<file path="src/rtl/memctl_macros.svh">
// Sizing macros for data groups, lane width, address width, burst length and read latency
`ifndef MEMCTL_MACROS_SVH
`define MEMCTL_MACROS_SVH

//////////////////////////////////////////////////////////////////////
// Data path geometry
//////////////////////////////////////////////////////////////////////

// Number of data groups, each with its own latency and lane
`define MEMCTL_NUM_GROUPS 4

// Width of the data lane owned by one group
`define MEMCTL_LANE_W 9

// Width of a burst address on the memory command bus
`define MEMCTL_ADDR_W 10

//////////////////////////////////////////////////////////////////////
// Burst and latency limits
//////////////////////////////////////////////////////////////////////

// Beats per burst, which is also the closest spacing of two commands
`define MEMCTL_BURST_LENGTH 4

// Highest read latency in cycles and the depth of the shifter tap chain
`define MEMCTL_MAX_LATENCY 12

// Width of one group's latency setting, wide enough for MEMCTL_MAX_LATENCY
`define MEMCTL_LAT_W 4

`endif

</file>
<file path="src/rtl/memctl_pkg.sv">
// Package with the lane, word, request, command, configuration and read beat types
`include "memctl_macros.svh"

package memctl_pkg;

	//////////////////////////////////////////////////////////////////////
	// Data words
	//////////////////////////////////////////////////////////////////////

	// One group's slice of a beat
	typedef logic [`MEMCTL_LANE_W-1:0] lane_t;

	// A full beat made of all lanes, group 0 sits in the low bits
	typedef lane_t [`MEMCTL_NUM_GROUPS-1:0] word_t;

	//////////////////////////////////////////////////////////////////////
	// Request and command buses
	//////////////////////////////////////////////////////////////////////

	// User burst request, a set wr wins over a set rd
	typedef struct packed {
		logic                                rd;
		logic                                wr;
		logic [`MEMCTL_ADDR_W-1:0]           addr;
		word_t [`MEMCTL_BURST_LENGTH-1:0]    wdata;
	} user_req_t;

	// Memory command bus, wbeat carries one write beat per cycle of a write burst
	typedef struct packed {
		logic                                rd;
		logic                                wr;
		logic [`MEMCTL_ADDR_W-1:0]           addr;
		word_t                               wbeat;
	} mem_cmd_t;

	// Static calibration result, one read latency per group
	typedef struct packed {
		logic [`MEMCTL_NUM_GROUPS-1:0][`MEMCTL_LAT_W-1:0] latency;
	} group_cfg_t;

	//////////////////////////////////////////////////////////////////////
	// Read return
	//////////////////////////////////////////////////////////////////////

	// One captured beat of a single lane
	typedef struct packed {
		logic  valid;
		lane_t data;
	} lane_beat_t;

	// Aligned read word handed to the user
	typedef struct packed {
		logic  valid;
		word_t data;
	} rd_out_t;

endpackage

</file>
<file path="src/rtl/memctl_cmd_issue.sv">
// Command issuer with request acceptance, burst spacing, write beat serialiser and read strobe
`include "memctl_macros.svh"

module memctl_cmd_issue (
	input  logic                  clk,
	input  logic                  reset_n,
	input  memctl_pkg::user_req_t req,
	output logic                  ready,
	output memctl_pkg::mem_cmd_t  mem_cmd,
	output logic                  rd_strobe
);

	localparam int BL    = `MEMCTL_BURST_LENGTH;
	localparam int CNT_W = (BL > 2) ? $clog2(BL) : 1;

	// Cycles left before the next request may be taken
	logic [CNT_W-1:0]               space_cnt;
	// Index of the write beat now on the bus
	logic [CNT_W-1:0]               beat_idx;
	logic                           wr_active;
	logic                           cmd_rd;
	logic                           cmd_wr;
	logic [`MEMCTL_ADDR_W-1:0]      cmd_addr;
	memctl_pkg::word_t [BL-1:0]     wdata_q;
	logic                           accept;

	// A request counts only when one of its strobes is set and we are idle
	assign accept = ready && (req.rd || req.wr);
	assign ready  = (space_cnt == '0);

	//////////////////////////////////////////////////////////////////////
	// Burst spacing
	//////////////////////////////////////////////////////////////////////

	// Loading BL-1 puts consecutive commands exactly BL cycles apart,
	// so write bursts stream back to back without overlap
	always_ff @(posedge clk or negedge reset_n)
	begin
		if (!reset_n)
			space_cnt <= '0;
		else if (accept)
			space_cnt <= CNT_W'(BL - 1);
		else if (space_cnt != '0)
			space_cnt <= space_cnt - 1'b1;
	end

	//////////////////////////////////////////////////////////////////////
	// Command register
	//////////////////////////////////////////////////////////////////////

	// Strobes are single cycle, a request with both set is issued as a write
	always_ff @(posedge clk or negedge reset_n)
	begin
		if (!reset_n)
		begin
			cmd_rd <= 1'b0;
			cmd_wr <= 1'b0;
		end
		else
		begin
			cmd_rd <= accept && req.rd && !req.wr;
			cmd_wr <= accept && req.wr;
		end
	end

	always_ff @(posedge clk)
	begin
		if (accept)
			cmd_addr <= req.addr;
	end

	//////////////////////////////////////////////////////////////////////
	// Write beat serialiser
	//////////////////////////////////////////////////////////////////////

	// Streaming starts together with the write command and lasts BL beats
	always_ff @(posedge clk or negedge reset_n)
	begin
		if (!reset_n)
		begin
			wr_active <= 1'b0;
			beat_idx  <= '0;
		end
		else if (accept)
		begin
			wr_active <= req.wr;
			beat_idx  <= '0;
		end
		else if (wr_active)
		begin
			if (beat_idx == CNT_W'(BL - 1))
				wr_active <= 1'b0;
			beat_idx <= beat_idx + 1'b1;
		end
	end

	// Burst data moves down one word per beat, word 0 is always on the bus
	always_ff @(posedge clk)
	begin
		if (accept)
			wdata_q <= req.wdata;
		else if (wr_active)
		begin
			for (int i = 0; i < BL - 1; i++)
				wdata_q[i] <= wdata_q[i+1];
		end
	end

	always_comb
	begin
		mem_cmd.rd    = cmd_rd;
		mem_cmd.wr    = cmd_wr;
		mem_cmd.addr  = cmd_addr;
		mem_cmd.wbeat = wr_active ? wdata_q[0] : '0;
	end

	// Every group starts its latency count from the read command cycle
	assign rd_strobe = cmd_rd;

endmodule

</file>
<file path="src/rtl/memctl_burst_latency_shifter.sv">
// Burst latency shifter with pulse stretcher and tapped delay chain
`include "memctl_macros.svh"

module memctl_burst_latency_shifter #(
	parameter int MAX_LATENCY  = `MEMCTL_MAX_LATENCY,
	parameter int BURST_LENGTH = `MEMCTL_BURST_LENGTH
) (
	input  logic                 clk,
	input  logic                 reset_n,
	input  logic                 d,
	output logic [MAX_LATENCY:0] q
);

	// Input pulse widened to cover a whole burst
	logic stretched;

	//////////////////////////////////////////////////////////////////////
	// Pulse stretcher
	//////////////////////////////////////////////////////////////////////

	generate
	if (BURST_LENGTH <= 1)
	begin : g_no_stretch
		// Single beat bursts need no widening
		assign stretched = d;
	end
	else
	begin : g_stretch
		localparam int SW = $clog2(BURST_LENGTH);

		// Beats still owed after the cycle of the pulse
		logic [SW-1:0] remain;

		// A new pulse reloads the count, so back to back bursts merge
		always_ff @(posedge clk or negedge reset_n)
		begin
			if (!reset_n)
				remain <= '0;
			else if (d)
				remain <= SW'(BURST_LENGTH - 1);
			else if (remain != '0)
				remain <= remain - 1'b1;
		end

		// High in the pulse cycle and the BURST_LENGTH-1 cycles after it
		assign stretched = d || (remain != '0);
	end
	endgenerate

	//////////////////////////////////////////////////////////////////////
	// Latency delay chain
	//////////////////////////////////////////////////////////////////////

	generate
	if (MAX_LATENCY == 0)
	begin : g_no_delay
		// Only the undelayed tap exists
		assign q = stretched;
	end
	else
	begin : g_delay
		// Stage k holds the stretched pulse from k cycles ago
		logic [MAX_LATENCY:1] chain;

		always_ff @(posedge clk or negedge reset_n)
		begin
			if (!reset_n)
				chain <= '0;
			else
			begin
				chain[1] <= stretched;
				for (int i = 2; i <= MAX_LATENCY; i++)
					chain[i] <= chain[i-1];
			end
		end

		// Tap 0 is combinational, the others come straight from the chain
		assign q = {chain, stretched};
	end
	endgenerate

endmodule

</file>
<file path="src/rtl/memctl_read_group.sv">
// Read data group with latency shifter, calibrated tap select and lane capture register
`include "memctl_macros.svh"

module memctl_read_group (
	input  logic                       clk,
	input  logic                       reset_n,
	input  logic                       rd_strobe,
	input  logic [`MEMCTL_LAT_W-1:0]   latency,
	input  memctl_pkg::lane_t          lane_in,
	output memctl_pkg::lane_beat_t     beat
);

	localparam int MAX_LAT = `MEMCTL_MAX_LATENCY;

	// Stretched read strobe at every delay from 0 to MAX_LAT
	logic [MAX_LAT:0]      taps;
	// Tap chosen by the calibrated latency
	logic                  tap_sel;
	logic                  beat_valid;
	memctl_pkg::lane_t     beat_data;

	//////////////////////////////////////////////////////////////////////
	// Latency shifter
	//////////////////////////////////////////////////////////////////////

	memctl_burst_latency_shifter #(
		.MAX_LATENCY  (MAX_LAT),
		.BURST_LENGTH (`MEMCTL_BURST_LENGTH)
	) shifter_inst (
		.clk     (clk),
		.reset_n (reset_n),
		.d       (rd_strobe),
		.q       (taps)
	);

	//////////////////////////////////////////////////////////////////////
	// Tap select
	//////////////////////////////////////////////////////////////////////

	// A setting beyond MAX_LAT selects nothing, so such a group never captures
	always_comb
	begin
		tap_sel = 1'b0;
		for (int k = 0; k <= MAX_LAT; k++)
		begin
			if (int'(latency) == k)
				tap_sel = taps[k];
		end
	end

	//////////////////////////////////////////////////////////////////////
	// Lane capture
	//////////////////////////////////////////////////////////////////////

	// The beat leaves here one cycle after it was at the pins
	always_ff @(posedge clk or negedge reset_n)
	begin
		if (!reset_n)
			beat_valid <= 1'b0;
		else
			beat_valid <= tap_sel;
	end

	always_ff @(posedge clk)
	begin
		if (tap_sel)
			beat_data <= lane_in;
	end

	assign beat.valid = beat_valid;
	assign beat.data  = beat_data;

endmodule

</file>
<file path="src/rtl/memctl_read_aligner.sv">
// Deskew aligner with one beat FIFO per group, word release and sticky overflow flag
`include "memctl_macros.svh"

module memctl_read_aligner (
	input  logic                                              clk,
	input  logic                                              reset_n,
	input  memctl_pkg::lane_beat_t [`MEMCTL_NUM_GROUPS-1:0]   beats,
	output memctl_pkg::rd_out_t                               rd_out,
	output logic                                              overflow
);

	localparam int NG    = `MEMCTL_NUM_GROUPS;
	localparam int BL    = `MEMCTL_BURST_LENGTH;
	// Room for every burst that can be in flight across the latency spread
	localparam int DEPTH = BL * (`MEMCTL_MAX_LATENCY / BL + 1);
	localparam int PTR_W = (DEPTH > 1) ? $clog2(DEPTH) : 1;
	localparam int CNT_W = $clog2(DEPTH + 1);

	// Group has a beat ready, either stored or arriving right now
	logic [NG-1:0]         avail;
	// Beat lost because the FIFO was full
	logic [NG-1:0]         ovf_hit;
	memctl_pkg::lane_t     head_data [NG];
	logic                  pop;
	logic                  out_valid;
	memctl_pkg::word_t     out_data;
	logic                  overflow_q;

	// All lanes of the oldest word are present
	assign pop = &avail;

	//////////////////////////////////////////////////////////////////////
	// Per group FIFOs
	//////////////////////////////////////////////////////////////////////

	generate
	for (genvar g = 0; g < NG; g++)
	begin : g_fifo
		memctl_pkg::lane_t     mem [DEPTH];
		logic [PTR_W-1:0]      wr_ptr;
		logic [PTR_W-1:0]      rd_ptr;
		logic [CNT_W-1:0]      count;
		logic                  empty;
		logic                  full;
		logic                  bypass;
		logic                  wr_en;
		logic                  rd_en;

		assign empty = (count == '0);
		assign full  = (count == CNT_W'(DEPTH));

		// An arriving beat may leave in the same cycle when nothing is queued
		assign avail[g]     = !empty || beats[g].valid;
		assign bypass       = pop && empty && beats[g].valid;
		assign wr_en        = beats[g].valid && !bypass && (!full || pop);
		assign rd_en        = pop && !empty;
		assign ovf_hit[g]   = beats[g].valid && full && !pop;
		assign head_data[g] = empty ? beats[g].data : mem[rd_ptr];

		always_ff @(posedge clk or negedge reset_n)
		begin
			if (!reset_n)
			begin
				wr_ptr <= '0;
				rd_ptr <= '0;
				count  <= '0;
			end
			else
			begin
				// Pointers wrap at DEPTH, which need not be a power of two
				if (wr_en)
					wr_ptr <= (wr_ptr == PTR_W'(DEPTH - 1)) ? '0 : wr_ptr + 1'b1;
				if (rd_en)
					rd_ptr <= (rd_ptr == PTR_W'(DEPTH - 1)) ? '0 : rd_ptr + 1'b1;
				count <= count + CNT_W'(wr_en) - CNT_W'(rd_en);
			end
		end

		always_ff @(posedge clk)
		begin
			if (wr_en)
				mem[wr_ptr] <= beats[g].data;
		end
	end
	endgenerate

	//////////////////////////////////////////////////////////////////////
	// Word output and overflow
	//////////////////////////////////////////////////////////////////////

	always_ff @(posedge clk or negedge reset_n)
	begin
		if (!reset_n)
			out_valid <= 1'b0;
		else
			out_valid <= pop;
	end

	// Lanes are gathered in group order, group 0 in the low bits
	always_ff @(posedge clk)
	begin
		if (pop)
		begin
			for (int i = 0; i < NG; i++)
				out_data[i] <= head_data[i];
		end
	end

	// Once data is lost the read stream can no longer be trusted
	always_ff @(posedge clk or negedge reset_n)
	begin
		if (!reset_n)
			overflow_q <= 1'b0;
		else if (|ovf_hit)
			overflow_q <= 1'b1;
	end

	assign rd_out.valid = out_valid;
	assign rd_out.data  = out_data;
	assign overflow     = overflow_q;

endmodule

</file>
<file path="src/rtl/memctl_top.sv">
// Controller top with command issuer, generate loop of read groups and deskew aligner
`include "memctl_macros.svh"

module memctl_top (
	input  logic                     clk,
	input  logic                     reset_n,
	input  memctl_pkg::user_req_t    req,
	output logic                     ready,
	input  memctl_pkg::group_cfg_t   cfg,
	output memctl_pkg::mem_cmd_t     mem_cmd,
	input  memctl_pkg::word_t        mem_rdata,
	output memctl_pkg::rd_out_t      rd_out,
	output logic                     overflow
);

	// Read command marker shared by all groups
	logic                                                  rd_strobe;
	// Captured lane beats on their way to the aligner
	memctl_pkg::lane_beat_t [`MEMCTL_NUM_GROUPS-1:0]       group_beats;

	//////////////////////////////////////////////////////////////////////
	// Command issue
	//////////////////////////////////////////////////////////////////////

	memctl_cmd_issue cmd_issue_inst (
		.clk       (clk),
		.reset_n   (reset_n),
		.req       (req),
		.ready     (ready),
		.mem_cmd   (mem_cmd),
		.rd_strobe (rd_strobe)
	);

	//////////////////////////////////////////////////////////////////////
	// Data groups
	//////////////////////////////////////////////////////////////////////

	// Each group owns one lane of the return bus and one latency setting
	generate
	for (genvar g = 0; g < `MEMCTL_NUM_GROUPS; g++)
	begin : g_group
		memctl_read_group read_group_inst (
			.clk       (clk),
			.reset_n   (reset_n),
			.rd_strobe (rd_strobe),
			.latency   (cfg.latency[g]),
			.lane_in   (mem_rdata[g]),
			.beat      (group_beats[g])
		);
	end
	endgenerate

	//////////////////////////////////////////////////////////////////////
	// Deskew
	//////////////////////////////////////////////////////////////////////

	// Lanes arrive at different times and leave here as whole words
	memctl_read_aligner read_aligner_inst (
		.clk      (clk),
		.reset_n  (reset_n),
		.beats    (group_beats),
		.rd_out   (rd_out),
		.overflow (overflow)
	);

endmodule

</file>
<file path="config.mk">
export PLATFORM = sky130hd
export DESIGN_NAME = memctl_top
export DESIGN_NICKNAME = d
export VERILOG_FILES = /design/src/rtl/memctl_pkg.sv /design/src/rtl/memctl_cmd_issue.sv /design/src/rtl/memctl_burst_latency_shifter.sv /design/src/rtl/memctl_read_group.sv /design/src/rtl/memctl_read_aligner.sv /design/src/rtl/memctl_top.sv
export VERILOG_INCLUDE_DIRS = /design/src /design/src/rtl
export SDC_FILE = /design/constraint.sdc
export NUM_CORES = 1
export LEC_CHECK = 0
export ABC_AREA = 1
export ABC_CLOCK_PERIOD_IN_PS = 4150
export BUFFER_PORTS_ARGS = -buffer_cell sky130_fd_sc_hd__buf_2
export CAP_MARGIN = 30
export CORE_AREA = 2 2 281 283
export CTS_BUF_LIST = sky130_fd_sc_hd__clkbuf_8
export DETAILED_ROUTE_END_ITERATION = 16
export DIE_AREA = 0 0 283 285
export PLACE_DENSITY = 0.72
export SLEW_MARGIN = 40
export SYNTH_ARGS = -nofsm -noshare
export SYNTH_HDL_FRONTEND = slang
export SYNTH_HIERARCHICAL = 1
export SYNTH_SLANG_ARGS = --single-unit
</file>
<file path="constraint.sdc">
create_clock -name clk -period 4.15 [get_ports clk]
set_input_delay 0.83 -clock clk [delete_from_list [all_inputs] [get_ports clk]]
set_output_delay 0.83 -clock clk [all_outputs]
set_load 0.05 [all_outputs]
</file>
Yosys cells after proc, flatten, opt, wreduce, memory -nomap -nowiden

Memories as Yosys holds them, arrays and structs flattened.
Cells that the tools add are included.

Memories kept: 4
Input port bits: 210
Register bits: 347
Memory bits (writable): 576

Memory list:

| name                            | depth | width | rd ports | clocked after Yosys merged registers in | wr ports | RTL line                  | RTL |
|---|---|---|---|---|---|---|---|
| read_aligner_inst.g_fifo[0].mem | 16    | 9     | 1        | 0                                       | 1        | memctl_read_aligner.sv:39 | `memctl_pkg::lane_t mem [DEPTH];` |
| read_aligner_inst.g_fifo[1].mem | 16    | 9     | 1        | 0                                       | 1        | memctl_read_aligner.sv:39 |  |
| read_aligner_inst.g_fifo[2].mem | 16    | 9     | 1        | 0                                       | 1        | memctl_read_aligner.sv:39 |  |
| read_aligner_inst.g_fifo[3].mem | 16    | 9     | 1        | 0                                       | 1        | memctl_read_aligner.sv:39 |  |

Equality and inequality tests: 61
Muxes and demuxes: 90
Reduce and logical (&&, ||, !) cells: 81
Add/sub/neg operators: 22

Operators by type and width:

| cell                                              | number |
|---|---|
| two-way mux 108 bit                               | 2 |
| == test 4 bit (second input constant)             | 40 |
| two-way mux 1 bit                                 | 63 |
| == test 4 x 3 -> 1 bit (second input constant)    | 12 |
| two-way mux 36 bit                                | 1 |
| two-way mux 9 bit                                 | 4 |
| adder 4 x 1 -> 4 bit (second input constant)      | 8 |
| logical AND 1 bit                                 | 32 |
| two-way mux 4 bit                                 | 8 |
| two-way mux 2 bit                                 | 12 |
| nonzero test 2 bit                                | 11 |
| adder 5 x 1 -> 5 bit                              | 4 |
| == test 5 bit (second input constant)             | 4 |
| logical NOT 5 bit                                 | 4 |
| subtractor 5 x 1 -> 5 bit                         | 4 |
| == test 4 x 2 -> 1 bit (second input constant)    | 4 |
| logical NOT 4 bit                                 | 4 |
| logical NOT 1 bit                                 | 14 |
| logical OR 1 bit                                  | 13 |
| subtractor 2 x 1 -> 2 bit (second input constant) | 5 |
| AND reduction 4 bit                               | 1 |
| OR reduction 4 bit                                | 1 |
| adder 2 x 1 -> 2 bit (second input constant)      | 1 |
| == test 2 bit (second input constant)             | 1 |
| logical NOT 2 bit                                 | 1 |

Longest topological paths before layout

Word-level depth: 15
Depth in mapped cells: 17
Mapped depth without buffers: 16

Hierarchy

The synthesis kept the hierarchy.

Modules (own cells, without submodules):

| module                       | area an instance (µm²) | cells an instance | seq. area each (µm²) | times used |
|---|---|---|---|---|
| memctl_read_aligner          | 28107.0                | 2477              | 19728.9              | 1 |
| memctl_cmd_issue             | 6829.0                 | 634               | 4799.6               | 1 |
| memctl_read_group            | 488.0                  | 54                | 295.3                | 4 |
| memctl_burst_latency_shifter | 417.9                  | 28                | 350.3                | 4 |

Least setup slack after synthesis

No wires, ideal clock.

Path kind: register -> register
Start: reg cmd_issue_inst.space_cnt[0]
End: reg cmd_issue_inst/wdata_q[0] in the netlist's numbering (enable)
Slack: -0.166 ns
Stages on the path, launching flop included: 8
Required time: 3.679 ns
Arrival time: 3.845 ns
Path buffers: 3
Setup time: 0.471 ns
Cells stage by stage: dfrtp_1 -> inv_1 -> ha_1 -> buf_2 -> o21ai_2 -> buf_4 -> buf_4 -> nand2_1

Longest elaborated chain between the ends: 3

RTL lines:

| element                        | RTL line                | RTL |
|---|---|---|
| start: declaration             | memctl_cmd_issue.sv:17  | `logic [CNT_W-1:0] space_cnt;` |
| start signal: assignment       | memctl_cmd_issue.sv:42  | `space_cnt <= CNT_W'(BL - 1);` |
| start signal: assignment       | memctl_cmd_issue.sv:44  | `space_cnt <= space_cnt - 1'b1;` |
| logical NOT 2 bit              | memctl_cmd_issue.sv:29  | `assign ready = (space_cnt == '0);` |
| via ready                      | memctl_top.sv:8         | `output logic ready,` |
| logical AND 1 bit              | memctl_cmd_issue.sv:28  | `assign accept = ready && (req.rd \|\| req.wr);` |
| nonzero test 2 bit (no line)   | n/a                     |  |
| end signal: assignment         | memctl_cmd_issue.sv:101 | `wdata_q <= req.wdata;` |
| end signal: indexed assignment | memctl_cmd_issue.sv:105 | `wdata_q[i] <= wdata_q[i+1];` |
| end: declaration               | memctl_cmd_issue.sv:24  | `memctl_pkg::word_t [BL-1:0] wdata_q;` |

The timed path passes the listed nets, and every way through them passes these cells.
A chain may end at the register's enable or synchronous reset.

Worst setup path in the final report

Start: reg read_aligner_inst.g_fifo[1].count[2]
End: reg read_aligner_inst.g_fifo[1].count[4]

Longest elaborated chain between the ends: 11
Elaborated cells on any way between the ends: 15
Classes of those cells: 2 x add/sub; 1 x eq/ne; 12 x reduce/logical

RTL lines:

| element                        | RTL line                  | RTL |
|---|---|---|
| start: declaration             | memctl_read_aligner.sv:42 | `logic [CNT_W-1:0] count;` |
| start signal: assignment       | memctl_read_aligner.sv:75 | `count <= count + CNT_W'(wr_en) - CNT_W'(rd_en);` |
| logical NOT 5 bit (*)          | memctl_read_aligner.sv:49 | `assign empty = (count == '0);` |
| logical NOT 1 bit (*)          | memctl_read_aligner.sv:53 | `assign avail[g] = !empty \|\| beats[g].valid;` |
| logical OR 1 bit (*)           | memctl_read_aligner.sv:53 |  |
| AND reduction 4 bit (*)        | memctl_read_aligner.sv:30 | `assign pop = &avail;` |
| via read_aligner_inst.pop      | memctl_read_aligner.sv:24 | `logic pop;` |
| logical AND 1 bit (2 in a row) | memctl_read_aligner.sv:54 | `assign bypass = pop && empty && beats[g].valid;` |
| logical NOT 1 bit              | memctl_read_aligner.sv:55 | `assign wr_en = beats[g].valid && !bypass && (!full \|\| pop);` |
| logical AND 1 bit (2 in a row) | memctl_read_aligner.sv:55 |  |
| adder 5 x 1 -> 5 bit           | memctl_read_aligner.sv:75 |  |
| subtractor 5 x 1 -> 5 bit (*)  | memctl_read_aligner.sv:75 |  |

Mark *: on every way through the listed nets, which the timed path passes. The rest lies on a longest branch.

==> impl_results.md <==
* Crit path max fanout at 27
* Clk root buf: clkbuf_8
* Flop pwr share at 43.0%
* TritonRoute pass-1 iters at 6
* Worst reg2reg path startpoint: read_aligner_inst/g_fifo[1].count[2]$_DFF_PN0_
* Max_slew headroom at 42.04%
* Cell family with most CP delay: adder cells
* Total core area at 0.07797 mm²
* Post-Syn Nets at 3703
* Worst setup EP type: flop
* DRC violations left at 0
* Post-route minimum period at 3.377 ns
* Initial core utilization at 49.46%
* Leak pwr at 17.62 nW
* Max Root-Sink Buffers at 3
* Leading post-synthesis cells by cell area: edfxtp_1 (62%), dfrtp_1 (7.9%), nand2_1 (6.3%)
* Switching Share at 39.42%
* Fmax at 296.1 MHz
* CTS buffer count at 150
* CTS clk-pin slew, worst paths at 0.06 ns
* Clock sink total at 923
* RSZ-0062 raised after global routing: false
* Num ports at 297
* GRT overflow at 0
* Row count at 103
* Die width at 283 µm
* Bufs and invs on worst path at 4
* Detailed Place HPWL at 55.64 mm
* Drt wl/cell at 17.98 µm
* Seq/Total Area, Yosys at 70.31%
* Slew at the pin closest to its max-slew limit at 0.8673 ns
* Syn avg cell area at 11.21 µm²
* Outcome: completed
* Non-Filler Instances at 4908
* CP Data Arrival Time at 4.02 ns
* CTS tree: done
* Cell Area, Synth at 0.03856 mm²
* Worst skew pair latency at 0.79 ns
* Hold WC Path Type: input port to asynchronous set/reset pin
* Largest net degree at the start of global routing at 111
* Pint at 0.01973 W
* Fraction of final layout cells sized beyond drive strength 1 at 15.51%
* Pins Over Slew Limit at 0
* Total Routed Length at 88.25 mm
* Delay of the slowest critical-path stage at 0.45 ns
* Vias in the first global route at 25.21k
* Die area at 0.08066 mm²
* Gate power share at 34.5%
* Hold_buf cts at 0
* Worst reg2reg path depth at 16
* Initial DRC Count at 2613
* Post-CTS sizing at 0
* Max Clock Skew at 0.03450 ns
* Setup violators final at 0
* Psw at 0.01284 W
* Vias per cell at 5.247
* Power per cell area at 747.5 mW/mm²
* Worst setup SP type: flop
* Synth async-reset ratio at 13.11%
* Reg2reg setup slack at 0.77 ns
* Tcrit/Tclk final at 81.37%
* Most frequent cells in the layout: edfxtp_1 (802), nand2_1 (643), nor2_1 (597), nand3_1 (379), o21ai_0 (306)
* Routability cong. at 0.8755
* Placed insts at 4630
* Synth Instances at 3439
* VDD IR max at 0.5204 mV
* Ys Warns at 6
* Initial antenna violation count at 23
* Critical path depth at 16
* Final Hold Vio Count at 0
* CTS H-Tree Depth at 4
* FF+latch count, synth at 923
* Post-route ant nets at 0
* Routed via count at 25.75k
* Clock share of power at 22.5%
* Crit path cell chain: inv_1, ha_1, nand4_1, nand2_2, nor2_8, nand2_1, nand3_2, buf_4, ha_1, inv_1, ha_1, inv_1, fa_1, o21ai_0, a21oi_1, xor2_1
* Prevailing post-synth register cell: edfxtp_1
* First-pass GRT wire length at 137.4 mm
* Post-synth top area share at 62.46%
* Area growth, synth to finish at 12.98%
* Nets at 3996
* I/O Buffers at 296
* EDFF count, synth at 802
* Most common cell after layout, fill and taps aside: edfxtp_1
* Reg2reg end: read_aligner_inst/g_fifo[1].count[4]$_DFF_PN0_
* GRT Overall Usage at 21.70%
* Post-synth top area cell: edfxtp_1
* Setup TNS at 0 ns
* Die H at 285 µm
* Max-cap violation count at 0
* Critical Setup Path Class: flop to flop
* # Post-CTS Setup Buffers at 0
* Worst endpoint required time at 4.80 ns
* Yosys cell types at 34
* Slowest cell on crit path: nor2_8
==> how the worst max path moves through the flow <==
stage                                                      to                                           start  slack, ns
2_1_floorplan             cmd_issue_inst/wdata_q[0]$_DFFE_PP_         cmd_issue_inst/space_cnt[0]$_DFFE_PN0P_       0.91
3_3_place_gp   read_aligner_inst/g_fifo[1].count[4]$_DFF_PN0_  read_aligner_inst/g_fifo[0].count[2]$_DFF_PN0_       0.88
3_5_place_dp   read_aligner_inst/g_fifo[1].count[4]$_DFF_PN0_  read_aligner_inst/g_fifo[0].count[3]$_DFF_PN0_       0.81
4_1_cts        read_aligner_inst/g_fifo[1].count[4]$_DFF_PN0_  read_aligner_inst/g_fifo[1].count[2]$_DFF_PN0_       0.80
5_1_grt        read_aligner_inst/g_fifo[1].count[4]$_DFF_PN0_  read_aligner_inst/g_fifo[0].count[2]$_DFF_PN0_       0.48
6_report       read_aligner_inst/g_fifo[1].count[4]$_DFF_PN0_  read_aligner_inst/g_fifo[1].count[2]$_DFF_PN0_       0.77
==> stage by stage <==
stage          worst slack [ns]  area (µm²)  power, W  util, %  hold WS (ns)
3_3_place_gp             0.8815       40670   0.02503    52.16        0.3505
4_1_cts                  0.8033       43470   0.03268    55.75       0.02608
3_5_place_dp             0.8100       40690   0.02532    52.19        0.3547
2_1_floorplan            0.9101       38560   0.02210        -        0.3468
5_1_grt                  0.4831       43550   0.03463    55.85       0.08118
6_report                 0.7733       43560   0.03256    55.87       0.06769
==> area by class of cell <==
class                           instances  area (µm²)
Inverter                              217       827.0
Sequential cell                       923       27120
Fill cell                            6498       34400
Timing Repair Buffer                  322        1687
Tap cell                             1050        1314
Clock inverter                        109       559.3
Clock buffer                          161        2216
Multi-Input combinational cell       2118        9826
Antenna cell                            8       20.02
==> cell usage after synthesis (3+ instances only) <==
| cell type | count |
|---|---|
| edfxtp_1 | 802 |
| nand2_1 | 644 |
| nor2_1 | 631 |
| nand3_1 | 379 |
| o21ai_0 | 306 |
| inv_1 | 182 |
| dfrtp_1 | 121 |
| buf_2 | 76 |
| clkbuf_1 | 64 |
| ha_1 | 50 |
| o211ai_1 | 36 |
| inv_2 | 30 |
| buf_4 | 27 |
| xor2_1 | 21 |
| a21oi_1 | 11 |
| buf_1 | 8 |
| nand4_1 | 7 |
| buf_6 | 6 |
| clkinv_1 | 5 |
| fa_1 | 4 |
| nand3_2 | 4 |
| or2_0 | 4 |
| xnor2_1 | 3 |
==> metal layers <==
layer  vias up  share of wire (%)  global-route usage (%)
met1     12190                 40                   27.84
met5         -               0.19                       0
li1      12340                  -                       -
met4        26                3.0                   8.271
met3       202                8.1                   5.664
met2       996                 48                   35.59
==> power groups by stage <==
stage,sequential (W),clock (W),combinational (W)
CTS,0.0140,0.00748,0.0112
global placement,0.0141,0,0.0109
finish,0.0140,0.00732,0.0112
global route,0.0142,0.00790,0.0125
floorplan,0.0144,0,0.00772
detailed placement,0.0142,0,0.0111
==> cell families after synthesis <==
| group | Yosys count | synth area share, % |
|---|---|---|
| AOI/OAI and AO/OA | 359 | 4.919 |
| xor gates and xnor gates | 24 | 0.5452 |
| adders and majority gates | 54 | 1.830 |
| buffers and inverters | 398 | 4.501 |
| DFF | 923 | 70.31 |
| and+or+nand+nor | 1681 | 17.90 |
==> registers in the layout, summed over array words and instances (netlist names) <==
register / flops
g_group.read_group_inst/shifter_inst/g_delay.chain: 48
cmd_issue_inst/wr_active: 1
read_aligner_inst/g_fifo.wr_ptr: 16
read_aligner_inst/rd_out: 36
read_aligner_inst/overflow: 1
cmd_issue_inst/cmd_wr: 1
cmd_issue_inst/space_cnt: 2
read_aligner_inst/out_valid: 1
cmd_issue_inst/wdata_q: 144
read_aligner_inst/g_fifo.count: 20
cmd_issue_inst/beat_idx: 2
g_group.read_group_inst/shifter_inst/g_stretch.remain: 8
cmd_issue_inst/rd_strobe: 1
g_group.read_group_inst/beat_data: 36
cmd_issue_inst/cmd_addr: 10
read_aligner_inst/g_fifo.mem: 576
read_aligner_inst/g_fifo.rd_ptr: 16
g_group.read_group_inst/beat_valid: 4
==> worst register-to-register path: stages, from the launching register on <==
cell and delay, ns:
dfrtp_1 0.36, inv_1 0.07, ha_1 0.22, nand4_1 0.12, nand2_2 0.15, nor2_8 0.45, nand2_1 0.12, nand3_2 0.10
buf_4 0.27, ha_1 0.28, inv_1 0.06, ha_1 0.17, inv_1 0.06, fa_1 0.42, o21ai_0 0.18, a21oi_1 0.10
xor2_1 0.14
No activity file was read; power rests on OpenSTA's default activity.
